$ cat src/logic/ofdm_frame_pkg.sv
package ofdm_frame_pkg;

  ////////////////////////////////////////
  // sample and sum types
  ////////////////////////////////////////

  typedef logic signed [7:0]  sample_t;  // one received real sample
  typedef logic signed [23:0] corr_t;    // delay-and-correlate sum P
  typedef logic        [23:0] energy_t;  // window energy R, never negative

  ////////////////////////////////////////
  // default frame geometry
  ////////////////////////////////////////

  // burst_len = n_sym * (fft_len + cp_len), capture holds two bursts
  localparam int FFT_LEN_DEF = 16;
  localparam int CP_LEN_DEF  = 4;
  localparam int N_SYM_DEF   = 3;

endpackage

$ cat src/logic/timing_metric.sv
`timescale 1ns/1ps

module timing_metric (
  input  logic                    clk,
  input  logic                    rst_n,
  input  ofdm_frame_pkg::sample_t sample_a,
  input  ofdm_frame_pkg::sample_t sample_b,
  input  logic                    pair_valid,
  input  logic                    pair_first,
  input  logic                    pair_last,
  output ofdm_frame_pkg::corr_t   p,
  output ofdm_frame_pkg::energy_t r,
  output logic                    metric_valid
);

  logic signed [15:0] prod_ab;  // r[d+k] * r[d+k+L]
  logic        [15:0] prod_bb;  // r[d+k+L] squared, at most 16384
  logic               valid_q;
  logic               first_q;
  logic               last_q;

  ////////////////////////////////////////
  // stage 1, products
  ////////////////////////////////////////

  always_ff @(posedge clk) begin
    prod_ab <= sample_a * sample_b;
    prod_bb <= sample_b * sample_b;
  end

  always_ff @(posedge clk or negedge rst_n) begin
    if (!rst_n) begin
      valid_q <= 1'b0;
      first_q <= 1'b0;
      last_q  <= 1'b0;
    end else begin
      valid_q <= pair_valid;
      first_q <= pair_valid && pair_first;
      last_q  <= pair_valid && pair_last;
    end
  end

  ////////////////////////////////////////
  // stage 2, window sums
  ////////////////////////////////////////

  // the first product of a window overwrites the previous sums,
  // which are still on p and r during the metric_valid cycle
  always_ff @(posedge clk) begin
    if (valid_q) begin
      if (first_q) begin
        p <= prod_ab;
        r <= prod_bb;
      end else begin
        p <= p + prod_ab;
        r <= r + prod_bb;
      end
    end
  end

  always_ff @(posedge clk or negedge rst_n) begin
    if (!rst_n) begin
      metric_valid <= 1'b0;
    end else begin
      metric_valid <= last_q;  // sums complete for one candidate
    end
  end

endmodule

$ cat config.mk
export PLATFORM = sky130hd
export DESIGN_NAME = timing_metric
export DESIGN_NICKNAME = d
export VERILOG_FILES = /design/src/logic/ofdm_frame_pkg.sv /design/src/logic/timing_metric.sv
export SDC_FILE = /design/constraint.sdc
export NUM_CORES = 1
export LEC_CHECK = 0
export BUFFER_PORTS_ARGS = -buffer_cell sky130_fd_sc_hd__buf_2
export CORE_MARGIN = 3
export CORE_UTILIZATION = 50
export DETAILED_ROUTE_END_ITERATION = 6
export PLACE_DENSITY_LB_ADDON = 0.25
export SYNTH_ARGS = -nofsm -noshare
export SYNTH_HDL_FRONTEND = slang
export SYNTH_SLANG_ARGS = --single-unit
$ cat constraint.sdc
create_clock -name clk -period 7.5 [get_ports clk]
set_input_delay 0.375 -clock clk [delete_from_list [all_inputs] [get_ports clk]]
set_output_delay 0.375 -clock clk [all_outputs]
set_load 0.05 [all_outputs]
==> reports/qor.tcl, run 1 <==
set qor(run_status) {completed}
set qor(min_period_ns) 4.28
set qor(timing.fmax_ghz) 0.234
set qor(number_of_h_tree_branching_levels) 3
set qor(fin_tns_setup_ns) 0
set qor(drt_iter0_markers) 336
set qor(drtPass1Iterations) 4
set qor(die_h_microns) 145
set qor(hold_end) {valid_q$_DFF_PN0_}
set qor(global_route.usage.met3) 0.0168
set qor(worstPathMaxFanout) 19
set qor(timing.critical_path.slowest_cell_delay_ns) 0.55
set qor(ant_nets) 0
set qor(via_count_of_the_first_global_routing_pass) 6928
set qor(remaining_drc_errors) 0
set qor(grt_first_pass_wirelength_microns) 31800
set qor(grt_setup_unrepaired) {no}
set qor(synth_top_family_by_area) {adder cells}
set qor(maximum_number_of_pins_on_one_net_before_global_route_repair) 97
set qor(synth-async-reset-ratio) 0.0482
set qor(area.growth.synth_to_final_pct) 8.72
set qor(timing.critical_path.buf_inv) 4
set qor(timing.final.crit_share) 0.571
set qor(die_area_sq_um) 20900
set qor(post_synth_num_cell_types) 62
set qor(initial_utilization) 0.511
set qor(worst_setup_path_start_kind) {input port}
set qor(cts-root-buf) {sky130_fd_sc_hd__clkbuf_16}
set qor(crit_slowest_cell) {sky130_fd_sc_hd__fa_1}
set qor(static-leakage-power_nw) 4.95
set qor(grt.met2_usage) 0.309
set qor(skew_ns) 0.0117
set qor(synthTopCellsByArea) {sky130_fd_sc_hd__fa_1 20%, sky130_fd_sc_hd__edfxtp_1 15%, sky130_fd_sc_hd__ha_1 12%, sky130_fd_sc_hd__inv_1 6.9%, sky130_fd_sc_hd__dfxtp_1 6.4%}
set qor(synth.net_count) 1271
set qor(antenna_cells_inserted) 0
set qor(dp_cells) 1356
set qor(syn_area_sq_um) 9620
set qor(detailedPlacementHpwl_microns) 15000
set qor(clock_latency_ns) 0.34
set qor(layout_commonest_cell) {sky130_fd_sc_hd__inv_1}
set qor(p_per_area_nw_per_um2) 472
set qor(cp-end-kind) {register}
set qor(design.final.nets) 1323
set qor(timing_worst_setup_path_type) {input port to register}
set qor(syn_inst) 1056
set qor(crit_chain) {buf_2 > inv_1 > nor2_1 > ha_1 > inv_1 > fa_1 > fa_1 > fa_1 > inv_1 > ha_1 > nor2b_1 > o21ai_0 > a21boi_0 > o21ai_0 > a21oi_1 > o21a_1 > o311ai_0}
set qor(fillerInstances) 1723
set qor(grt.busiest_layer) {met2}
set qor(worst_flop_to_flop_path_endpoint) {r[17]$_SDFFCE_PP0P_}
set qor(antenna_found_initial) 0
set qor(placementRows) 50
set qor(via_to_cell_ratio) 5.29
set qor(num_io_pins) 70
set qor(timing.critical_path.arrival_ns) 4.50
set qor(post_synthesis_simple_gate_area_fraction) 0.163
set qor(chipWidth_microns) 145
set qor(crit_required_ns) 7.72
set qor(worst-r2r-cell-count) 8
set qor(hold_depth) 1
set qor(groute.usage.overall) 0.185
set qor(layout.cells.non_filler) 1373
set qor(synthesis.area_per_instance_sq_um) 9.11
set qor(holdCritPathClass) {input port to register}
set qor(report.final.hold_viol_count) 0
set qor(report.power.total_mw) 4.94
set qor(total_via_count_in_the_routed_design) 7264
set qor(gp_congestion) 0.861
set qor(synth.mux.area_fraction) 0.0104
set qor(drive_above_1_share) 0.0970
set qor(synth_compound_area_frac) 0.142
set qor(synth_seq_cells) 83
set qor(core_area_sq_um) 18800
set qor(synth-seq-area-share) 0.225
set qor(irDropWorstVdd_uv) 164
set qor(pins_over_their_slew_limit) 0
set qor(route.detailed.wl_per_inst_microns) 13.7
set qor(synth_flop_cell) {sky130_fd_sc_hd__edfxtp_1}
set qor(drt-total-wl_microns) 18800
set qor(post_synth_xor_area_fraction) 0.0501
set qor(min_from) {pair_valid}
set qor(synth_edf_count) 48
set qor(most-common-layout-cells) {177 x sky130_fd_sc_hd__inv_1, 98 x sky130_fd_sc_hd__fa_1, 96 x sky130_fd_sc_hd__ha_1, 87 x sky130_fd_sc_hd__nand2_1, 69 x sky130_fd_sc_hd__buf_2}
set qor(use_met1) 0.265
set qor(cts-root-to-sink-buffers) 2
set qor(postCtsSetupBuffers) 0
set qor(tightestPinTransition_ns) 1.13
set qor(r2r_setup_slack_ns) 4.60
set qor(grt_overflow) 0
set qor(worst_path_dominant_cell_family) {adder cells}
set qor(cts_resized) 0
set qor(post-synth-top-area-cell) {sky130_fd_sc_hd__fa_1}
set qor(cts_buffers) 9
set qor(reg2reg_from) {r[5]$_DFFE_PP_}
set qor(place.port_buffers) 69
set qor(clock_sinks) 83
set qor(post_synth_fa_ha_maj_area_fraction) 0.329
set qor(timing.max_cap.violations) 0
set qor(timing.critical_path.from) {sample_b[6]}
set qor(clock_pin_slew_on_the_worst_setup_and_hold_paths_ns) 0.07
set qor(ys_warn_count) 0
set qor(area_fraction_of_the_dominant_cell_type_after_synthesis) 0.204
set qor(final-setup-viol-count) 0
set qor(max-slew-margin-rel) 0.246
set qor(critical_path_depth) 17
set qor(tritoncts) {yes}
-- logic make-up (layout without fill, tap and decap cells) --
logic type / Yosys count / after routing
buf+inv: 207 / 264
mux: 9 / 9
compound gates: 207 / 207
simple gates: 301 / 301
flops: 83 / 83
xor+xnor: 55 / 55
fa+ha+maj: 194 / 194
-- flip-flops by register name, summed over array words and instances, names as in the netlist --
name,count
p,24
first_q,1
valid_q,1
prod_ab,16
prod_bb,15
last_q,1
r,24
metric_valid,1
-- routing by layer --
layer  vias to the layer above  share of wire
li1                       3631              -
met4                         0         0.0091
met5                         -              0
met1                      3491           0.49
met2                       130           0.47
met3                        12          0.033
-- worst max-delay path by stage --
stage | to | slack (ns)
floorplan | prod_bb[15]$_DFF_P_ | 3.15
global placement | prod_bb[14]$_DFF_P_ | 3.01
detailed placement | prod_bb[14]$_DFF_P_ | 2.86
CTS | prod_bb[14]$_DFF_P_ | 3.21
global route | prod_bb[14]$_DFF_P_ | 2.81
finish | prod_bb[14]$_DFF_P_ | 3.22
-- synth_stat cells (3+ instances only) --
master                      count
sky130_fd_sc_hd__dfxtp_1       31
sky130_fd_sc_hd__clkbuf_1      25
sky130_fd_sc_hd__a21oi_1       48
sky130_fd_sc_hd__fa_1          98
sky130_fd_sc_hd__a21boi_0       4
sky130_fd_sc_hd__o21bai_1       7
sky130_fd_sc_hd__ha_1          96
sky130_fd_sc_hd__nand4_1       10
sky130_fd_sc_hd__buf_1          4
sky130_fd_sc_hd__or3_1          3
sky130_fd_sc_hd__xor2_1        13
sky130_fd_sc_hd__inv_1        177
sky130_fd_sc_hd__a211oi_1       5
sky130_fd_sc_hd__o21ai_0       50
sky130_fd_sc_hd__nor2_1        41
sky130_fd_sc_hd__o31ai_1        6
sky130_fd_sc_hd__nand2b_1      10
sky130_fd_sc_hd__nor3b_1        9
sky130_fd_sc_hd__nor3_1         9
sky130_fd_sc_hd__mux2_2         8
sky130_fd_sc_hd__and2_1        63
sky130_fd_sc_hd__a211o_1        3
sky130_fd_sc_hd__edfxtp_1      48
sky130_fd_sc_hd__and3_1         9
sky130_fd_sc_hd__or2_2          4
sky130_fd_sc_hd__a21o_1        27
sky130_fd_sc_hd__a311o_1        5
sky130_fd_sc_hd__nand3_1       19
sky130_fd_sc_hd__o21a_1        10
sky130_fd_sc_hd__o2111ai_1      3
sky130_fd_sc_hd__o311ai_0       4
sky130_fd_sc_hd__nand2_1       87
sky130_fd_sc_hd__o211ai_1       4
sky130_fd_sc_hd__xnor2_1       42
sky130_fd_sc_hd__a311oi_1       4
sky130_fd_sc_hd__a31o_2         4
sky130_fd_sc_hd__dfrtp_1        4
sky130_fd_sc_hd__a31oi_1        7
sky130_fd_sc_hd__nor2b_1       23
sky130_fd_sc_hd__nor4b_1        5
-- report_power, final --
part,switching [mW],total (mW),internal [mW]
combinational,2.14,3.58,1.44
sequential,0.162,0.954,0.791
clock,0.182,0.408,0.226
total,2.48,4.94,2.45
-- final cells by class --
cell class | instances | area, sq um | area share
tap | 260 | 325 | 0.0311
sequential | 83 | 2160 | 0.207
clock buffer | 11 | 233 | 0.0222
clock inverter | 5 | 36.3 | 0.00347
multi-input combinational | 766 | 6680 | 0.638
timing repair buffer | 71 | 363 | 0.0347
inverter | 177 | 664 | 0.0635
-- what timing repair did --
item                       CTS  global route
hold buffers                 1             0
hold endpoints to repair     4             0
setup endpoints to repair    0             0
-- through the flow --
step                 util  instance area (sq um)  hold WS, ns  setup WS [ns]
floorplan               -                   9620       0.0794           3.15
global placement    0.541                  10200        0.182           3.01
detailed placement  0.541                  10200        0.183           2.86
CTS                 0.556                  10500        0.157           3.21
global route        0.556                  10500        0.157           2.81
finish              0.556                  10500        0.167           3.22
(Power assumes the default switching activity.)
==> run 2, diff against run 1 <==
==> constraint.sdc (replaced) <==
create_clock -name clk -period 3.8 [get_ports clk]
set_input_delay 0.19 -clock clk [delete_from_list [all_inputs] [get_ports clk]]
set_output_delay 0.19 -clock clk [all_outputs]
set_load 0.05 [all_outputs]
==> run 2 against run 1 <==
Count of clock-buffer cells in the layout stayed put; setup slack worse by 3.1 ns; global-route usage is 1.1 points higher; register-to-register slack worse by 3.7 ns; die area stayed put; wire length is 4.2% higher; via count is 4.0% higher; clock power is 120% higher; flip-flop and latch count stayed put; highest routed layer unchanged.
==> reports/qor.tcl, run 2 (synthesis results as in run 1) <==
set qor(run_status) {completed} ;# unchanged
set qor(cp-end-kind) {register} ;# unchanged
set qor(critPathMostFrequentCell) {sky130_fd_sc_hd__fa_1}
set qor(skew_ns) 0.00777 ;# was 0.0117 ns
set qor(via_count_of_the_first_global_routing_pass) 7383 ;# was 6928
set qor(die_area_sq_um) 20900 ;# unchanged
set qor(pins_over_their_slew_limit) 0 ;# unchanged
set qor(via_to_cell_ratio) 5.17 ;# was 5.29
set qor(biggestRegsByFlops) {p (24), r (24), prod_ab (16)} ;# unchanged
set qor(timing.max_cap.violations) 0 ;# unchanged
set qor(drt_iter0_markers) 424 ;# was 336
set qor(tightestPinTransition_ns) 1.15 ;# was 1.13 ns
set qor(worst_path_dominant_cell_family) {adder cells} ;# unchanged
set qor(min_period_ns) 3.64
set qor(drive_above_1_share) 0.189 ;# was 0.0970
set qor(placement.cell_area_sq_um) 11000 ;# was 10200 sq um
set qor(core_area_sq_um) 18800 ;# unchanged
set qor(timing.critical_path.buf_inv) 3 ;# was 4
set qor(cts-root-to-sink-buffers) 2 ;# unchanged
set qor(gp_congestion) 0.874 ;# was 0.861
set qor(num_io_pins) 70 ;# unchanged
set qor(chipWidth_microns) 145 ;# unchanged
set qor(place.port_buffers) 69 ;# unchanged
set qor(cts-root-buf) {sky130_fd_sc_hd__clkbuf_16} ;# unchanged
set qor(maximum_number_of_pins_on_one_net_before_global_route_repair) 49 ;# was 97
set qor(post-route-cell-area_sq_um) 11300 ;# was 10500 sq um
set qor(timing.critical_path.slowest_cell_delay_ns) 0.53 ;# was 0.55 ns
set qor(tritoncts) {yes} ;# unchanged
set qor(groute.usage.overall) 0.196 ;# was 0.185
set qor(max-slew-margin-rel) 0.236 ;# was 0.246
set qor(grt.busiest_layer) {met2} ;# unchanged
set qor(static-leakage-power_nw) 5.41 ;# was 4.95 nW
set qor(use_met1) 0.287 ;# was 0.265
set qor(ant_nets) 0 ;# unchanged
set qor(worst_setup_path_start_kind) {input port} ;# unchanged
set qor(drtPass1Iterations) 4 ;# unchanged
set qor(design.final.nets) 1410 ;# was 1323
set qor(grt_first_pass_wirelength_microns) 33800 ;# was 31800 microns
set qor(most-common-layout-cells) {174 x sky130_fd_sc_hd__inv_1, 95 x sky130_fd_sc_hd__fa_1, 89 x sky130_fd_sc_hd__ha_1, 86 x sky130_fd_sc_hd__buf_4, 85 x sky130_fd_sc_hd__nand2_1} ;# was 177 x sky130_fd_sc_hd__inv_1, 98 x sky130_fd_sc_hd__fa_1, 96 x sky130_fd_sc_hd__ha_1, 87 x sky130_fd_sc_hd__nand2_1, 69 x sky130_fd_sc_hd__buf_2
set qor(drt-total-wl_microns) 19600 ;# was 18800 microns
set qor(antenna_found_initial) 0 ;# unchanged
set qor(crit_slowest_cell) {sky130_fd_sc_hd__fa_1} ;# unchanged
set qor(timing.fmax_ghz) 0.275
set qor(cts_buffers) 9 ;# unchanged
set qor(crit_chain) {clkbuf_4 > and2_1 > xnor2_1 > ha_1 > a31o_2 > fa_1 > fa_1 > inv_1 > fa_1 > inv_1 > ha_1 > a21boi_2 > o21ai_2 > a21oi_2 > o21a_1 > o311ai_2} ;# was buf_2 > inv_1 > nor2_1 > ha_1 > inv_1 > fa_1 > fa_1 > fa_1 > inv_1 > ha_1 > nor2b_1 > o21ai_0 > a21boi_0 > o21ai_0 > a21oi_1 > o21a_1 > o311ai_0
set qor(timing.critical_path.arrival_ns) 3.88 ;# was 4.50 ns
set qor(p_per_area_nw_per_um2) 941 ;# was 472 nW/um^2
set qor(holdCritPathClass) {input port to register} ;# unchanged
set qor(grt.met2_usage) 0.316 ;# was 0.309
set qor(area.growth.synth_to_final_pct) 17.9 ;# was 8.72%
set qor(layout_commonest_cell) {sky130_fd_sc_hd__inv_1} ;# unchanged
set qor(report.power.total_mw) 10.7 ;# was 4.94 mW
set qor(initial_utilization) 0.511 ;# unchanged
set qor(worstPathMaxFanout) 11 ;# was 19
set qor(number_of_h_tree_branching_levels) 3 ;# unchanged
set qor(detailedPlacementHpwl_microns) 16100 ;# was 15000 microns
set qor(final-setup-viol-count) 0 ;# unchanged
set qor(antenna_cells_inserted) 0 ;# unchanged
set qor(clock_sinks) 83 ;# unchanged
set qor(route.detailed.wl_per_inst_microns) 13.4 ;# was 13.7 microns
set qor(report.final.hold_viol_count) 0 ;# unchanged
set qor(clock_pin_slew_on_the_worst_setup_and_hold_paths_ns) 0.06 ;# was 0.07 ns
set qor(crit_required_ns) 4.04 ;# was 7.72 ns
set qor(global_route.usage.met3) 0.0168 ;# unchanged
set qor(clock_latency_ns) 0.34 ;# about the same
set qor(remaining_drc_errors) 0 ;# unchanged
set qor(die_h_microns) 145 ;# unchanged
set qor(timing.final.crit_share) 0.958
set qor(grt_overflow) 0 ;# unchanged
set qor(timing_worst_setup_path_type) {input port to register} ;# unchanged
set qor(irDropWorstVdd_uv) 412 ;# was 164 uV
set qor(total_via_count_in_the_routed_design) 7554 ;# was 7264
set qor(placementRows) 50 ;# unchanged
-- run 2: cell types whose count changed in the layout (fill, tap and decap cells not counted), sizes merged --
cell	change
buf	+85
bufinv	+1
clkbuf	+1
clkinvlp	-1
dlygate4sd3	+1
-- run 2: power by group --
part           leakage [nW]  total (mW)  switching, mW  internal (mW)
combinational          4.48        7.89           4.44           3.45
clock                 0.147       0.885          0.354          0.530
sequential            0.782        1.89          0.331           1.56
-- run 2: path summary, 6_finish.rpt --
kind                                   from                     end  slack, ns  cells past startpoint
min                              pair_first       first_q$_DFF_PN0_       0.06                      2
min reg2reg                last_q$_DFF_PN0_  metric_valid$_DFF_PN0_       0.36                      0
min in group asynchronous             rst_n       valid_q$_DFF_PN0_       0.18                      2
max in group asynchronous             rst_n       first_q$_DFF_PN0_       3.49                      2
max reg2reg                  r[5]$_DFFE_PP_     r[19]$_SDFFCE_PP0P_       0.91                      8
max                             sample_b[0]     prod_bb[14]$_DFF_P_       0.16                     16
-- run 2: repair_timing --
action                                 in CTS  in global routing
setup endpoints to repair                   0                  7
endpoints found under the hold margin       5                  0
buffers inserted                            0                  2
gates resized for setup                     0                 17
hold buffers                                2                  0
-- run 2: through the flow --
step,util,worst slack [ns],TNS [ns],std cells,hold slack (ns)
final,0.602,0.160,0,1460,0.0610
after global placement,0.582,-0.132,-0.708,1440,-0.00333
after global routing,0.602,-0.0180,-0.0389,1460,0.0778
after detailed placement,0.582,-0.302,-1.33,1440,-0.00161
after CTS,0.599,0.0551,0,1458,0.0507
after floorplan,-,-0.00676,-0.00676,1056,-0.106
-- run 2: per-layer routing --
layer  up-vias  share of wire
met3        18          0.035
met4         0          0.012
met1      3590           0.49
li1       3804              -
met2       142           0.46
met5         -              0
-- run 2: cell type report --
type | count | area (sq um)
timing repair buffer | 158 | 1040
inverter | 177 | 664
clock buffer | 11 | 243
sequential | 83 | 2160
fill | 1620 | 7490
multi-input combinational | 766 | 6850
clock inverter | 5 | 58.8
tap | 260 | 325
